--- src/source/ppu_pkg.sv ---
package ppu_pkg;

  // ********************************************************************
  // Posit format of 16 bits with es = 1
  // ********************************************************************

  localparam int N       = 16;
  localparam int ES      = 1;
  localparam int TE_BITS = 7;  // Covers regime and exponent

  typedef logic signed [TE_BITS-1:0] exponent_t;

  localparam int MANT_SIZE            = 14;  // Hidden bit included
  localparam int MAX_TE_DIFF          = 14;
  localparam int MANT_ADD_RESULT_SIZE = MANT_SIZE + MAX_TE_DIFF + 1;
  localparam int MANT_SUB_RESULT_SIZE = MANT_SIZE + MAX_TE_DIFF;

  // Largest and smallest total exponent a posit can carry
  localparam int MAX_TE = (N - 2) << ES;
  localparam int MIN_TE = -((N - 2) << ES);

  localparam logic [N-1:0] NAR_PATTERN = {1'b1, {(N-1){1'b0}}};
  localparam logic [N-1:0] MAXPOS      = {1'b0, {(N-1){1'b1}}};
  localparam logic [N-1:0] MINPOS      = {{(N-1){1'b0}}, 1'b1};

  function automatic int max(input int a, input int b);
    int result;
    result = (a > b) ? a : b;
    return result;
  endfunction

endpackage

--- src/source/apb_map_pkg.sv ---
package apb_map_pkg;

  localparam int APB_ADDR_W = 5;

  localparam logic [APB_ADDR_W-1:0] ADDR_OP_A   = 5'h00;
  localparam logic [APB_ADDR_W-1:0] ADDR_OP_B   = 5'h04;
  localparam logic [APB_ADDR_W-1:0] ADDR_CTRL   = 5'h08;
  localparam logic [APB_ADDR_W-1:0] ADDR_STATUS = 5'h0C;
  localparam logic [APB_ADDR_W-1:0] ADDR_RESULT = 5'h10;

  localparam int CTRL_START_BIT  = 0;
  localparam int CTRL_SUB_BIT    = 1;
  localparam int STATUS_BUSY_BIT = 0;
  localparam int STATUS_DONE_BIT = 1;

endpackage

--- src/source/posit_decode.sv ---
`timescale 1ns/10ps

module posit_decode
  import ppu_pkg::*;
(
  input  logic [N-1:0]         posit_i,
  output logic                 sign_o,
  output exponent_t            te_o,
  output logic [MANT_SIZE-1:0] mant_o,
  output logic                 is_zero_o,
  output logic                 is_nar_o
);

  logic [N-1:0] abs_val;
  logic [N-2:0] tail;
  logic         regime_bit;
  logic [4:0]   run_len;
  exponent_t    k;

  assign sign_o     = posit_i[N-1];
  assign abs_val    = sign_o ? -posit_i : posit_i;
  assign regime_bit = abs_val[N-2];

  // Length of the regime run
  always_comb begin : count_run
    logic stop;
    stop    = 1'b0;
    run_len = '0;
    for (int i = N - 2; i >= 0; i--) begin
      if (!stop && (abs_val[i] == regime_bit)) begin
        run_len = run_len + 1'b1;
      end else begin
        stop = 1'b1;
      end
    end
  end

  // Drop regime and terminator
  assign tail = abs_val[N-2:0] << (run_len + 1'b1);

  assign k = regime_bit ? exponent_t'(run_len) - exponent_t'(1) : -exponent_t'(run_len);

  assign te_o   = (k <<< ES) + exponent_t'(tail[N-2 -: ES]);
  assign mant_o = {1'b1, tail[N-2-ES -: MANT_SIZE-1]};  // Hidden bit on top

  assign is_zero_o = (posit_i == '0);
  assign is_nar_o  = (posit_i == NAR_PATTERN);

endmodule

--- src/source/core_add.sv ---
`timescale 1ns/10ps

module core_add
  import ppu_pkg::*;
(
  input  logic [MANT_ADD_RESULT_SIZE-1:0] mant_i,
  input  exponent_t                       te_diff_i,
  output logic [MANT_ADD_RESULT_SIZE-1:0] new_mant_o,
  output exponent_t                       new_te_diff_o,
  output logic                            frac_truncated_o
);

  logic carry;

  assign carry = mant_i[MANT_ADD_RESULT_SIZE-1];

  // Carry moves the hidden bit up one place
  assign new_mant_o       = carry ? (mant_i >> 1) : mant_i;
  assign new_te_diff_o    = carry ? te_diff_i + exponent_t'(1) : te_diff_i;
  assign frac_truncated_o = carry & mant_i[0];  // Lost LSB

endmodule

--- src/source/core_sub.sv ---
`timescale 1ns/10ps

module core_sub
  import ppu_pkg::*;
(
  input  logic [MANT_SUB_RESULT_SIZE-1:0] mant_i,
  input  exponent_t                       te_diff_i,
  output logic [MANT_SUB_RESULT_SIZE-1:0] new_mant_o,
  output exponent_t                       new_te_diff_o
);

  localparam int LZ_W = $clog2(MANT_SUB_RESULT_SIZE + 1);

  logic [LZ_W-1:0] lz;

  // Leading zero count that reaches full width when all zero
  always_comb begin : lzc
    logic found;
    found = 1'b0;
    lz    = '0;
    for (int i = MANT_SUB_RESULT_SIZE - 1; i >= 0; i--) begin
      if (!found && !mant_i[i]) begin
        lz = lz + 1'b1;
      end else begin
        found = 1'b1;
      end
    end
  end

  assign new_mant_o    = mant_i << lz;
  assign new_te_diff_o = te_diff_i - exponent_t'(lz);

endmodule

--- src/source/core_add_sub.sv ---
`timescale 1ns/10ps

module core_add_sub
  import ppu_pkg::*;
#(
  parameter int PIPELINE_STAGE = 1
) (
  input  logic                            clk_i,
  input  logic                            rst_i,
  input  exponent_t                       te1_i,
  input  exponent_t                       te2_i,
  input  logic [MANT_SIZE-1:0]            mant1_i,
  input  logic [MANT_SIZE-1:0]            mant2_i,
  input  logic                            have_opposite_sign_i,
  output logic [MANT_ADD_RESULT_SIZE-1:0] mant_o,
  output exponent_t                       te_o,
  output logic                            frac_truncated_o
);

  localparam int UP_W = MANT_SIZE + MAX_TE_DIFF;

  exponent_t                       te_diff_st0, te_diff_st1, te2_st1;
  logic [UP_W-1:0]                 mant1_up, mant2_up, mant2_addend;
  logic [MANT_ADD_RESULT_SIZE-1:0] mant_sum_st0, mant_sum_st1;
  logic                            opp_st1;
  int                              shift_amt;

  logic [MANT_ADD_RESULT_SIZE-1:0] add_mant;
  exponent_t                       add_te_diff;
  logic                            add_trunc;
  logic [MANT_SUB_RESULT_SIZE-1:0] sub_mant;
  exponent_t                       sub_te_diff;

  assign te_diff_st0 = te1_i - te2_i;
  assign shift_amt   = (te_diff_st0 > MAX_TE_DIFF) ? MAX_TE_DIFF : max(0, te_diff_st0);

  assign mant1_up     = {mant1_i, {MAX_TE_DIFF{1'b0}}};
  assign mant2_up     = {mant2_i, {MAX_TE_DIFF{1'b0}}} >> shift_amt;
  assign mant2_addend = have_opposite_sign_i ? ~mant2_up + 1'b1 : mant2_up;
  assign mant_sum_st0 = mant1_up + mant2_addend;  // Top bit is the add carry

  // ********************************************************************
  // Optional stage before renormalization
  // ********************************************************************

  if (PIPELINE_STAGE != 0) begin : g_stage
    always_ff @(posedge clk_i) begin
      if (rst_i) begin
        opp_st1 <= 1'b0;
      end else begin
        opp_st1 <= have_opposite_sign_i;
      end
    end

    always_ff @(posedge clk_i) begin
      te_diff_st1  <= te_diff_st0;
      mant_sum_st1 <= mant_sum_st0;
      te2_st1      <= te2_i;
    end
  end else begin : g_comb
    assign opp_st1      = have_opposite_sign_i;
    assign te_diff_st1  = te_diff_st0;
    assign mant_sum_st1 = mant_sum_st0;
    assign te2_st1      = te2_i;
  end

  core_add u_core_add (
    .mant_i           (mant_sum_st1),
    .te_diff_i        (te_diff_st1),
    .new_mant_o       (add_mant),
    .new_te_diff_o    (add_te_diff),
    .frac_truncated_o (add_trunc)
  );

  core_sub u_core_sub (
    .mant_i        (mant_sum_st1[MANT_SUB_RESULT_SIZE-1:0]),  // Borrow bit dropped
    .te_diff_i     (te_diff_st1),
    .new_mant_o    (sub_mant),
    .new_te_diff_o (sub_te_diff)
  );

  assign mant_o           = opp_st1 ? {1'b0, sub_mant} : add_mant;
  assign te_o             = te2_st1 + (opp_st1 ? sub_te_diff : add_te_diff);
  assign frac_truncated_o = ~opp_st1 & add_trunc;

endmodule

--- src/source/posit_encode.sv ---
`timescale 1ns/10ps

module posit_encode
  import ppu_pkg::*;
(
  input  logic                            clk_i,
  input  logic                            rst_i,
  input  logic                            valid_i,
  input  logic                            sign_i,
  input  exponent_t                       te_i,
  input  logic [MANT_ADD_RESULT_SIZE-1:0] mant_i,
  input  logic                            frac_truncated_i,
  output logic [N-1:0]                    result_o,
  output logic                            valid_o
);

  localparam int FRAC_W = MANT_ADD_RESULT_SIZE - 2;  // Bits below the hidden bit
  localparam int BODY_W = 2 + ES + FRAC_W + N - 2;
  localparam int SH_W   = $clog2(N);

  exponent_t                 k;
  logic [ES-1:0]             exp_bits;
  logic signed [BODY_W-1:0]  body, shifted;
  logic [SH_W-1:0]           reg_shift;
  logic [N-2:0]              mag, mag_rounded, mag_final;
  logic                      guard, sticky, round_up;
  logic [N-1:0]              result_d;

  assign k        = te_i >>> ES;
  assign exp_bits = te_i[ES-1:0];

  // Seed 10 or 01 that the arithmetic shift extends into the regime run
  assign body      = {~k[TE_BITS-1], k[TE_BITS-1], exp_bits, mant_i[FRAC_W-1:0],
                      {(N-2){1'b0}}};
  assign reg_shift = k[TE_BITS-1] ? SH_W'(~k) : SH_W'(k);
  assign shifted   = body >>> reg_shift;

  // ********************************************************************
  // Round to nearest even
  // ********************************************************************

  assign mag         = shifted[BODY_W-1 -: N-1];
  assign guard       = shifted[BODY_W-N];
  assign sticky      = (|shifted[BODY_W-N-1:0]) | frac_truncated_i;
  assign round_up    = guard & (mag[0] | sticky);
  assign mag_rounded = mag + round_up;

  always_comb begin
    if (te_i > MAX_TE) begin
      mag_final = MAXPOS[N-2:0];
    end else if (te_i < MIN_TE) begin
      mag_final = MINPOS[N-2:0];  // Never rounds to zero
    end else begin
      mag_final = mag_rounded;
    end
  end

  assign result_d = (mant_i == '0) ? '0 : (sign_i ? -{1'b0, mag_final} : {1'b0, mag_final});

  always_ff @(posedge clk_i) begin
    if (rst_i) begin
      valid_o <= 1'b0;
    end else begin
      valid_o <= valid_i;
    end
  end

  always_ff @(posedge clk_i) begin
    if (valid_i) begin
      result_o <= result_d;
    end
  end

endmodule

--- src/source/ppu_adder.sv ---
`timescale 1ns/10ps

module ppu_adder
  import ppu_pkg::*;
#(
  parameter int PIPELINE_STAGE = 1
) (
  input  logic         clk_i,
  input  logic         rst_i,
  input  logic         start_i,
  input  logic         sub_i,
  input  logic [N-1:0] op_a_i,
  input  logic [N-1:0] op_b_i,
  output logic [N-1:0] result_o,
  output logic         valid_o
);

  localparam int SIDE_D = PIPELINE_STAGE + 1;  // Stages up to encoder input

  logic                 sign_a, sign_b, zero_a, zero_b, nar_a, nar_b, a_larger;
  exponent_t            te_a, te_b, te1_q, te2_q, te_sum;
  logic [MANT_SIZE-1:0] mant_a, mant_b, mant1_q, mant2_q;
  logic                 opp_q, special_d, sign_d, trunc;
  logic [N-1:0]         special_val_d, enc_result;
  logic [SIDE_D-1:0]    vld_q, sign_q;
  logic [SIDE_D:0]      spec_q;
  logic [N-1:0]         spec_val_q [SIDE_D+1];
  logic [MANT_ADD_RESULT_SIZE-1:0] mant_sum;

  posit_decode u_dec_a (
    .posit_i (op_a_i), .sign_o (sign_a), .te_o (te_a), .mant_o (mant_a),
    .is_zero_o (zero_a), .is_nar_o (nar_a)
  );

  posit_decode u_dec_b (
    .posit_i (op_b_i), .sign_o (sign_b), .te_o (te_b), .mant_o (mant_b),
    .is_zero_o (zero_b), .is_nar_o (nar_b)
  );

  assign a_larger = (te_a > te_b) || ((te_a == te_b) && (mant_a >= mant_b));
  assign sign_d   = a_larger ? sign_a : (sign_b ^ sub_i);

  always_comb begin
    special_d     = 1'b1;
    special_val_d = '0;
    if (nar_a || nar_b) begin
      special_val_d = NAR_PATTERN;
    end else if (zero_a) begin
      special_val_d = sub_i ? -op_b_i : op_b_i;
    end else if (zero_b) begin
      special_val_d = op_a_i;
    end else begin
      special_d = 1'b0;
    end
  end

  always_ff @(posedge clk_i) begin
    if (start_i) begin
      te1_q   <= a_larger ? te_a : te_b;
      te2_q   <= a_larger ? te_b : te_a;
      mant1_q <= a_larger ? mant_a : mant_b;
      mant2_q <= a_larger ? mant_b : mant_a;
      opp_q   <= sign_a ^ sign_b ^ sub_i;  // Effective subtract
    end
  end

  // Side pipeline for valid, sign and special results
  always_ff @(posedge clk_i) begin
    if (rst_i) begin
      vld_q <= '0;
    end else begin
      vld_q <= SIDE_D'({vld_q, start_i});
    end
  end

  always_ff @(posedge clk_i) begin
    sign_q        <= SIDE_D'({sign_q, sign_d});
    spec_q        <= (SIDE_D + 1)'({spec_q, special_d});
    spec_val_q[0] <= special_val_d;
    for (int i = 1; i <= SIDE_D; i++) begin
      spec_val_q[i] <= spec_val_q[i-1];
    end
  end

  core_add_sub #(
    .PIPELINE_STAGE (PIPELINE_STAGE)
  ) u_core_add_sub (
    .clk_i (clk_i), .rst_i (rst_i),
    .te1_i (te1_q), .te2_i (te2_q), .mant1_i (mant1_q), .mant2_i (mant2_q),
    .have_opposite_sign_i (opp_q),
    .mant_o (mant_sum), .te_o (te_sum), .frac_truncated_o (trunc)
  );

  posit_encode u_encode (
    .clk_i (clk_i), .rst_i (rst_i), .valid_i (vld_q[SIDE_D-1]),
    .sign_i (sign_q[SIDE_D-1]), .te_i (te_sum), .mant_i (mant_sum),
    .frac_truncated_i (trunc), .result_o (enc_result), .valid_o (valid_o)
  );

  assign result_o = spec_q[SIDE_D] ? spec_val_q[SIDE_D] : enc_result;

endmodule

--- src/source/ppu_apb_top.sv ---
`timescale 1ns/10ps

module ppu_apb_top
  import ppu_pkg::*, apb_map_pkg::*;
#(
  parameter int PIPELINE_STAGE = 1
) (
  input  logic                  clk_i,
  input  logic                  rst_i,
  input  logic                  psel_i,
  input  logic                  penable_i,
  input  logic                  pwrite_i,
  input  logic [APB_ADDR_W-1:0] paddr_i,
  input  logic [31:0]           pwdata_i,
  output logic [31:0]           prdata_o,
  output logic                  pready_o,
  output logic                  pslverr_o
);

  logic [N-1:0] op_a_q, op_b_q, result_q, adder_result;
  logic         busy_q, done_q, sub_q, start, adder_valid;
  logic         access, wr_en, addr_hit;

  assign access   = psel_i & penable_i;
  assign wr_en    = access & pwrite_i;
  assign addr_hit = paddr_i inside {ADDR_OP_A, ADDR_OP_B, ADDR_CTRL, ADDR_STATUS, ADDR_RESULT};

  assign pready_o  = 1'b1;  // No wait states
  assign pslverr_o = access & ~addr_hit;

  assign start = wr_en && (paddr_i == ADDR_CTRL) && pwdata_i[CTRL_START_BIT] && !busy_q;

  always_ff @(posedge clk_i) begin
    if (wr_en && (paddr_i == ADDR_OP_A)) begin
      op_a_q <= pwdata_i[N-1:0];
    end
    if (wr_en && (paddr_i == ADDR_OP_B)) begin
      op_b_q <= pwdata_i[N-1:0];
    end
  end

  always_ff @(posedge clk_i) begin
    if (rst_i) begin
      busy_q   <= 1'b0;
      done_q   <= 1'b0;
      sub_q    <= 1'b0;
      result_q <= '0;
    end else begin
      if (start) begin
        busy_q <= 1'b1;
        done_q <= 1'b0;
        sub_q  <= pwdata_i[CTRL_SUB_BIT];
      end
      if (adder_valid) begin
        busy_q   <= 1'b0;
        done_q   <= 1'b1;
        result_q <= adder_result;
      end
    end
  end

  always_comb begin
    prdata_o = '0;
    case (paddr_i)
      ADDR_OP_A:   prdata_o[N-1:0] = op_a_q;
      ADDR_OP_B:   prdata_o[N-1:0] = op_b_q;
      ADDR_CTRL:   prdata_o[CTRL_SUB_BIT] = sub_q;
      ADDR_STATUS: begin
        prdata_o[STATUS_BUSY_BIT] = busy_q;
        prdata_o[STATUS_DONE_BIT] = done_q;
      end
      ADDR_RESULT: prdata_o[N-1:0] = result_q;
      default:     prdata_o = '0;
    endcase
  end

  ppu_adder #(
    .PIPELINE_STAGE (PIPELINE_STAGE)
  ) u_ppu_adder (
    .clk_i    (clk_i),
    .rst_i    (rst_i),
    .start_i  (start),
    .sub_i    (pwdata_i[CTRL_SUB_BIT]),  // Sampled with the start write
    .op_a_i   (op_a_q),
    .op_b_i   (op_b_q),
    .result_o (adder_result),
    .valid_o  (adder_valid)
  );

endmodule

--- config.mk ---
export PLATFORM = sky130hd
export DESIGN_NAME = ppu_apb_top
export DESIGN_NICKNAME = d
export VERILOG_FILES = /design/src/source/ppu_pkg.sv /design/src/source/apb_map_pkg.sv /design/src/source/posit_decode.sv /design/src/source/core_add.sv /design/src/source/core_sub.sv /design/src/source/core_add_sub.sv /design/src/source/posit_encode.sv /design/src/source/ppu_adder.sv /design/src/source/ppu_apb_top.sv
export SDC_FILE = /design/constraint.sdc
export NUM_CORES = 1
export LEC_CHECK = 0
export BUFFER_PORTS_ARGS = -buffer_cell sky130_fd_sc_hd__buf_2
export CORE_ASPECT_RATIO = 0.7
export CORE_MARGIN = 2
export CORE_UTILIZATION = 40
export DETAILED_ROUTE_END_ITERATION = 8
export GPL_TIMING_DRIVEN = 0
export SKIP_CTS_REPAIR_TIMING = 1
export SYNTH_ARGS = -nofsm -noshare
export SYNTH_HDL_FRONTEND = slang
export SYNTH_SLANG_ARGS = --single-unit
--- constraint.sdc ---
create_clock -name clk_i -period 24.1 [get_ports clk_i]
set_input_delay 2.41 -clock clk_i [delete_from_list [all_inputs] [get_ports clk_i]]
set_output_delay 2.41 -clock clk_i [all_outputs]
set_load 0.01 [all_outputs]
==> flow_metrics.py, run 1 <==
metrics = {
    "power_and_ir_drop": {
        "irDropWorstVdd_v": 0.00003845,
        "power_density_nw_per_um2": 31.59,
        "p_leak_nw": 10.18,
        "power.total_uw": 815.5,
    },
    "worst_setup_path": {
        "start_kind": "flop",
        "cp_top_family": "adder cells",
        "crit_buf_inv": 10,
        "worstSetupPathType": "reg -> reg",
        "crit_required_ps": 24360,
        "max_stage_delay_ps": 630,
        "slowest_stage": "or4b_2",
        "crit_path_frequent_cell": "ha_1",
        "crit_path_end_kind": "flop",
        "worstPathMaxFanout": 10,
        "cp.arrival_ps": 23600,
    },
    "synthesis": {
        "ys.flop_type": "dfxtp_1",
        "ys_warn_count": 0,
        "yosys.cell_types.count": 121,
        "ys_seq_area_share_pct": 22.24,
        "yosysTopAreaCellShare_pct": 11.76,
        "synthArstFlopShare_pct": 0,
        "synthCells": 2901,
        "synth_edf_count": 89,
        "avgSynthCellArea_sq_um": 7.835,
        "synth_seq_cells": 208,
        "synthTopCellsByArea": "edfxtp_1 (12%), dfxtp_1 (10%), mux2i_1 (9.2%)",
        "synth_area_sq_um": 22730,
        "yosysTopAreaCell": "edfxtp_1",
    },
    "timing": {
        "hold_viol_final": 0,
        "setup_viol": 0,
        "fin_skew_ps": 25.09,
        "setup_ws_ps": 763.1,
        "fmax_mhz": 42.85,
        "drv_slew": 0,
        "max_slew_margin_pct": 31.08,
        "period_minus_slack_ps": 23340,
        "period_share_pct": 96.83,
        "tightest_slew_ps": 1024,
        "finalSetupTns_ps": 0,
    },
    "clock_network": {
        "tritoncts.num_buffers": 22,
        "clk_pin_slew_worst_paths_ps": 70,
        "cts_root_buf": "clkbuf_16",
        "htreeDepth": 1,
        "cts_tree": "built",
        "cts.sinks": 208,
        "clk_latency_ps": 530,
        "cts_buffer_depth": 3,
    },
    "placed_design": {
        "place_area_sq_um": 23960,
        "io_buffers": 41,
        "gp_congestion": 0.9992,
        "place_hpwl_microns": 60630,
        "pre_cts_ws_ps": -2829,
    },
    "die": {
        "start_util_pct": 40.26,
        "die_x_microns": 288.9,
        "die_h_microns": 203.4,
        "rows": 73,
        "dieArea_sq_um": 58770,
        "coreArea_sq_um": 56450,
        "ios": 76,
    },
    "global_routing": {
        "grt_pass1_wl_microns": 117400,
        "grt_max_degree": 44,
        "track_usage_pct": 24.99,
        "grt_pass1_vias": 20388,
        "antenna_found_initial": 2,
        "overflow": 0,
    },
    "layout": {
        "n_antenna_cell": 0,
        "area.growth.synth_to_final_pct": 13.58,
        "final_area_sq_um": 25810,
        "finalNetCount": 3200,
        "drive_gt1_share_pct": 13.90,
        "mostFrequentLayoutCell": "nand2_1",
        "layout_common_cells": "nand2_1 (337), nor2_1 (296), mux2i_1 (209)",
        "fin_util_pct": 45.73,
        "fillers": 5603,
    },
    "run": {
        "cap_viol_max_count": 0,
    },
    "detailed_routing": {
        "via_count": 22631,
        "routed_wl_microns": 76790,
        "drt-initial-drc-count": 2295,
        "postRouteAntennaNets": 0,
        "dr.pass1.iters": 6,
        "routed_via_density": 5.934,
        "drc": 0,
        "wl_per_cell_microns": 20.13,
    },
    "run_status": {
        "run_status": "completed",
    },
    "min_path": {
        "hold_path.class": "reg -> reg",
    },
}
synthesized netlist by cell type, drive strengths merged, types with 42 or more instances:
cell type / instances
a211oi: 42
a21oi: 169
buf: 57
clkbuf: 124
dfxtp: 119
edfxtp: 89
ha: 106
inv: 120
mux2: 45
mux2i: 216
nand2: 340
nand2b: 42
nand3: 76
nor2: 304
nor2b: 43
nor3: 66
o21ai: 190
xnor2: 149
xor2: 96
report_power, final:
| part | total (mW) | leakage (nW) | internal, mW | switching, mW |
|---|---|---|---|---|
| clock network | 0.328 | 0.339 | 0.183 | 0.145 |
| registers | 0.369 | 1.79 | 0.368 | 0.000876 |
| logic | 0.119 | 8.05 | 0.0458 | 0.0728 |
| total | 0.816 | 10.2 | 0.597 | 0.219 |
registers in the layout, indices dropped and copies added (netlist names), 13 cells and up:
register	flops
u_ppu_adder.u_core_add_sub.mant_sum_st1	29
op_a_q	16
u_ppu_adder.mant1_q	13
op_b_q	16
u_ppu_adder.mant2_q	13
u_ppu_adder.spec_val_q	48
result_q	16
u_ppu_adder.u_encode.result_o	16
area by class of cell:
type	instances	area (sq um)	share of cell area, %
multi-input combinational	2405	16980	65.77
buffer	179	927.1	3.592
tap	750	938.4	3.635
inverter	122	470.5	1.822
timing repair buffer	110	750.7	2.908
clock inverter	11	73.82	0.2860
clock buffer	29	618.1	2.394
sequential	208	5059	19.60
worst reg2reg max path: cells and delay by family (launching register included):
family | cells | cell delay, ps
DFF | 1 | 380
xor gates and xnor gates | 8 | 1690
adders and majority gates | 28 | 7730
AOI/OAI and AO/OA | 35 | 5940
muxes | 9 | 1880
and+or+nand+nor | 28 | 4060
buffers and inverters | 10 | 1430
cells by family (layout without fill, tap and decap cells):
| group | count (synthesis) | in the layout | share of synthesized area [%] |
|---|---|---|---|
| and+or+nand+nor | 1064 | 1064 | 22.11 |
| AOI/OAI and AO/OA | 686 | 686 | 19.85 |
| buffers and inverters | 303 | 451 | 5.924 |
| muxes | 268 | 268 | 12.76 |
| xor gates and xnor gates | 251 | 251 | 10.50 |
| DFF | 208 | 208 | 22.24 |
| adders and majority gates | 119 | 119 | 6.590 |
| other | 2 | 17 | 0.03304 |
per-stage QoR:
step,cells,hold WS (ps)
2_1_floorplan,2916,309.6
3_3_place_gp,3707,309.6
3_5_place_dp,3709,312.1
4_1_cts,3749,324.9
5_1_grt,3814,327.6
6_report,3814,320.7
metal layers:
metal | global-route usage [%] | vias to the layer above | routed length [microns]
met4 | 3.258 | 0 | 816
li1 | - | 10677 | -
met3 | 4.217 | 64 | 7176
met1 | 41.49 | 10933 | 38950
met2 | 33.20 | 957 | 29850
met5 | 0 | - | 0
final timing paths:
path	start	cells past startpoint	to	slack, ps
setup / recovery	u_ppu_adder.u_core_add_sub.mant_sum_st1[26]	118	u_ppu_adder.u_encode.result_o[14]	760
hold / removal	u_ppu_adder.spec_val_q[0][18]	0	u_ppu_adder.spec_val_q[0][34]	320
setup reg to reg	u_ppu_adder.u_core_add_sub.mant_sum_st1[26]	118	u_ppu_adder.u_encode.result_o[14]	760
hold reg to reg	u_ppu_adder.spec_val_q[0][18]	0	u_ppu_adder.spec_val_q[0][34]	320
No activity file was read; power rests on OpenSTA's default activity.
==> run 2: changes to the inputs <==
--- a/config.mk
+++ b/config.mk
@@ -14,4 +14,5 @@
 export SKIP_CTS_REPAIR_TIMING = 1
 export SYNTH_ARGS = -nofsm -noshare
 export SYNTH_HDL_FRONTEND = slang
+export SYNTH_HIERARCHICAL = 1
 export SYNTH_SLANG_ARGS = --single-unit
==> constraint.sdc (replaced) <==
create_clock -name clk_i -period 22.8 [get_ports clk_i]
set_input_delay 2.28 -clock clk_i [delete_from_list [all_inputs] [get_ports clk_i]]
set_output_delay 2.28 -clock clk_i [all_outputs]
set_load 0.01 [all_outputs]
==> flow_metrics.py, run 2 <==
metrics = {
    "run_status": {
        "run_status": "completed",
    },
    "synthesis": {
        "avgSynthCellArea_sq_um": 8.191,
        "synth_common_cells": "nor2_1 (331), nand2_1 (246), a21oi_1 (209)",
        "synth_seq_cells": 210,
        "synth-adder-area-share_pct": 5.645,
        "synth_area_sq_um": 27910,
        "synth_top_family_by_area": "compound AO/OA/AOI/OAI gates",
        "synth_xor_area_share_pct": 9.308,
        "synth-simple-area-share_pct": 23.53,
        "synthCells": 3407,
        "yosysMostFrequentCell": "nor2_1",
        "yosys.cell_types.count": 156,
        "synthArstFlopShare_pct": 0,
        "synth_compound_gate_area_share_pct": 24.36,
        "synth.area.mux_share_pct": 12.52,
        "ys_warn_count": 6,
        "ys_seq_area_share_pct": 18.33,
        "synthTopCellsByArea": "edfxtp_1 (9.8%), dfxtp_1 (8.5%), mux2i_1 (5.1%)",
        "yosysTopAreaCell": "edfxtp_1",
        "synth_edf_count": 91,
        "ys.flop_type": "dfxtp_1",
        "yosysTopAreaCellShare_pct": 9.792,
    },
    "min_path": {
        "hold_path.class": "reg -> reg",
        "hp-start": "u_ppu_adder/spec_val_q[0][29]",
    },
    "die": {
        "coreArea_sq_um": 68570,
        "die_x_microns": 319.7,
        "rows": 80,
        "dieArea_sq_um": 71930,
        "start_util_pct": 40.70,
        "die_h_microns": 225.0,
        "ios": 76,
    },
    "clock_network": {
        "clk_latency_ps": 530,
        "clk_pin_slew_worst_paths_ps": 70,
        "cts_buffer_depth": 3,
        "cts_tree": "built",
        "htreeDepth": 1,
        "tritoncts.num_buffers": 21,
        "cts.sinks": 210,
        "cts_root_buf": "clkbuf_16",
    },
    "detailed_routing": {
        "dr.pass1.iters": 7,
        "routed_via_density": 6.156,
        "postRouteAntennaNets": 0,
        "drt-initial-drc-count": 3563,
        "wl_per_cell_microns": 20.96,
        "via_count": 27136,
        "routed_wl_microns": 92400,
        "drc": 0,
    },
    "timing": {
        "period_share_pct": 86.88,
        "max_slew_margin_pct": 26.07,
        "fin_skew_ps": 29.73,
        "drv_slew": 0,
        "rsz0062_at_grt": "no",
        "hold_viol_final": 0,
        "period_minus_slack_ps": 19810,
        "setup_viol": 0,
        "fmax_mhz": 50.48,
        "whs_ps": 315.7,
        "finalSetupTns_ps": 0,
        "tightest_slew_ps": 1101,
        "setup_ws_ps": 2991,
    },
    "power_and_ir_drop": {
        "netSwitchingFraction_pct": 25.87,
        "pwr-share-seq_pct": 45.7,
        "power_density_nw_per_um2": 28.73,
        "internal-power_uw": 640.6,
        "pwr-share-clk_pct": 40.6,
        "comb_power_share_pct": 13.7,
        "p_leak_nw": 11.40,
        "power_switching_uw": 223.5,
        "irDropWorstVdd_v": 0.00004319,
    },
    "worst_setup_path": {
        "cp.arrival_ps": 20180,
        "crit_path_end_kind": "flop",
        "r2r_slack_ps": 2990,
        "crit_required_ps": 23170,
        "max_stage_delay_ps": 870,
        "start_kind": "flop",
        "r2r_start": "u_ppu_adder/u_core_add_sub/mant_sum_st1[26]",
        "worstSetupPathType": "reg -> reg",
        "worstPathMaxFanout": 10,
        "crit_path_frequent_cell": "ha_1",
        "slowest_stage": "xnor2_1",
        "crit_start": "u_ppu_adder/u_core_add_sub/mant_sum_st1[26]",
    },
    "layout": {
        "area.growth.synth_to_final_pct": 7.797,
        "mostFrequentLayoutCell": "nor2_1",
        "regMostFlops": "u_ppu_adder/spec_val_q",
        "finalNetCount": 3647,
        "fillers": 6856,
        "n_antenna_cell": 0,
        "drive_gt1_share_pct": 16.12,
        "largestRegisters": "u_ppu_adder/spec_val_q (48), u_ppu_adder/u_core_add_sub/mant_sum_st1 (29)",
        "largest_reg_flops": 48,
        "layout_common_cells": "nor2_1 (331), nand2_1 (246), a21oi_1 (209)",
    },
    "global_routing": {
        "grt_pass1_wl_microns": 143600,
        "grt_pass1_vias": 24148,
        "grt_max_degree": 18,
        "overflow": 0,
        "antenna_found_initial": 1,
        "track_usage_pct": 24.78,
    },
    "placed_design": {
        "io_buffers": 41,
        "pre_cts_ws_ps": 3601,
        "place_hpwl_microns": 74330,
        "gp_congestion": 0.9907,
    },
    "run": {
        "cap_viol_max_count": 0,
    },
}
-- run 2: cell types whose count changed in the layout (fill, tap and decap cells not counted), sizes merged, moves of 34 or more --
| cell | before | now |
|---|---|---|
| nor2 | 304 | 342 |
| mux2 | 45 | 159 |
| mux2i | 216 | 143 |
| a22oi | 5 | 41 |
| nor3 | 66 | 113 |
| nand2 | 340 | 248 |
| nand3 | 76 | 113 |
| and3 | 21 | 55 |
| a21oi | 169 | 214 |
-- run 2: worst max-delay path: cells and delay by family, from the launching register on --
family / cells / cell delay [ps]
flops: 1 / 660
simple gates: 24 / 4920
compound gates: 28 / 5400
buf+inv: 10 / 2230
xor+xnor: 4 / 1530
fa+ha+maj: 15 / 4460
mux: 2 / 390
-- run 2: through the flow --
| stage | std cells | total power [mW] | instance area, sq um | utilization [%] |
|---|---|---|---|---|
| after floorplan | 3422 | 0.4880 | 27960 | - |
| after global placement | 4365 | 0.5173 | 29300 | 42.73 |
| after detailed placement | 4371 | 0.5177 | 29370 | 42.83 |
| after CTS | 4408 | 0.8670 | 30080 | 43.86 |
| after global routing | 4408 | 0.8968 | 30080 | 43.87 |
| final | 4408 | 0.8641 | 30080 | 43.87 |
-- run 2: power groups by stage --
| stage | Clock (mW) | Combinational [mW] | Sequential (mW) |
|---|---|---|---|
| after CTS | 0.357 | 0.116 | 0.395 |
| after detailed placement | 0 | 0.115 | 0.403 |
| after global routing | 0.373 | 0.129 | 0.394 |
| final | 0.351 | 0.119 | 0.395 |
| after floorplan | 0 | 0.0858 | 0.402 |
| after global placement | 0 | 0.114 | 0.403 |
-- run 2: area by class of cell --
| class | count | area (sq um) | area share (%) |
|---|---|---|---|
| Clock inverter | 8 | 55.05 | 0.1830 |
| Clock buffer | 29 | 650.6 | 2.163 |
| Sequential cell | 210 | 5115 | 17.00 |
| Tap cell | 902 | 1129 | 3.752 |
| Buffer | 221 | 1249 | 4.151 |
| Multi-Input combinational cell | 2861 | 21130 | 70.23 |
| Inverter | 130 | 493.0 | 1.639 |
| Timing Repair Buffer | 47 | 265.3 | 0.8818 |
-- run 2: per-layer routing --
metal	wire (microns)	vias up	GRT usage, %
met4	807	0	2.663
met5	0	-	0
li1	-	12914	-
met1	47730	12820	41.29
met3	10660	90	6.452
met2	33200	1312	31.02
-- run 2: kinds of logic (layout without fill, tap and decap cells) --
logic type | after synthesis | count (layout)
other | 5 | 20
flip-flops | 210 | 210
AO/OA/AOI/OAI | 925 | 925
adder cells (fa/ha/maj) | 126 | 126
AND/OR/NAND/NOR | 1238 | 1238
buffers and inverters | 351 | 435
XOR/XNOR | 243 | 243
multiplexers | 309 | 309
-- run 2: final timing paths --
check,to,depth (start not counted)
min,u_ppu_adder/spec_val_q[0][45],0
min reg2reg,u_ppu_adder/spec_val_q[0][45],0
max reg2reg,u_ppu_adder/u_encode/result_o[14],83
max,u_ppu_adder/u_encode/result_o[14],83
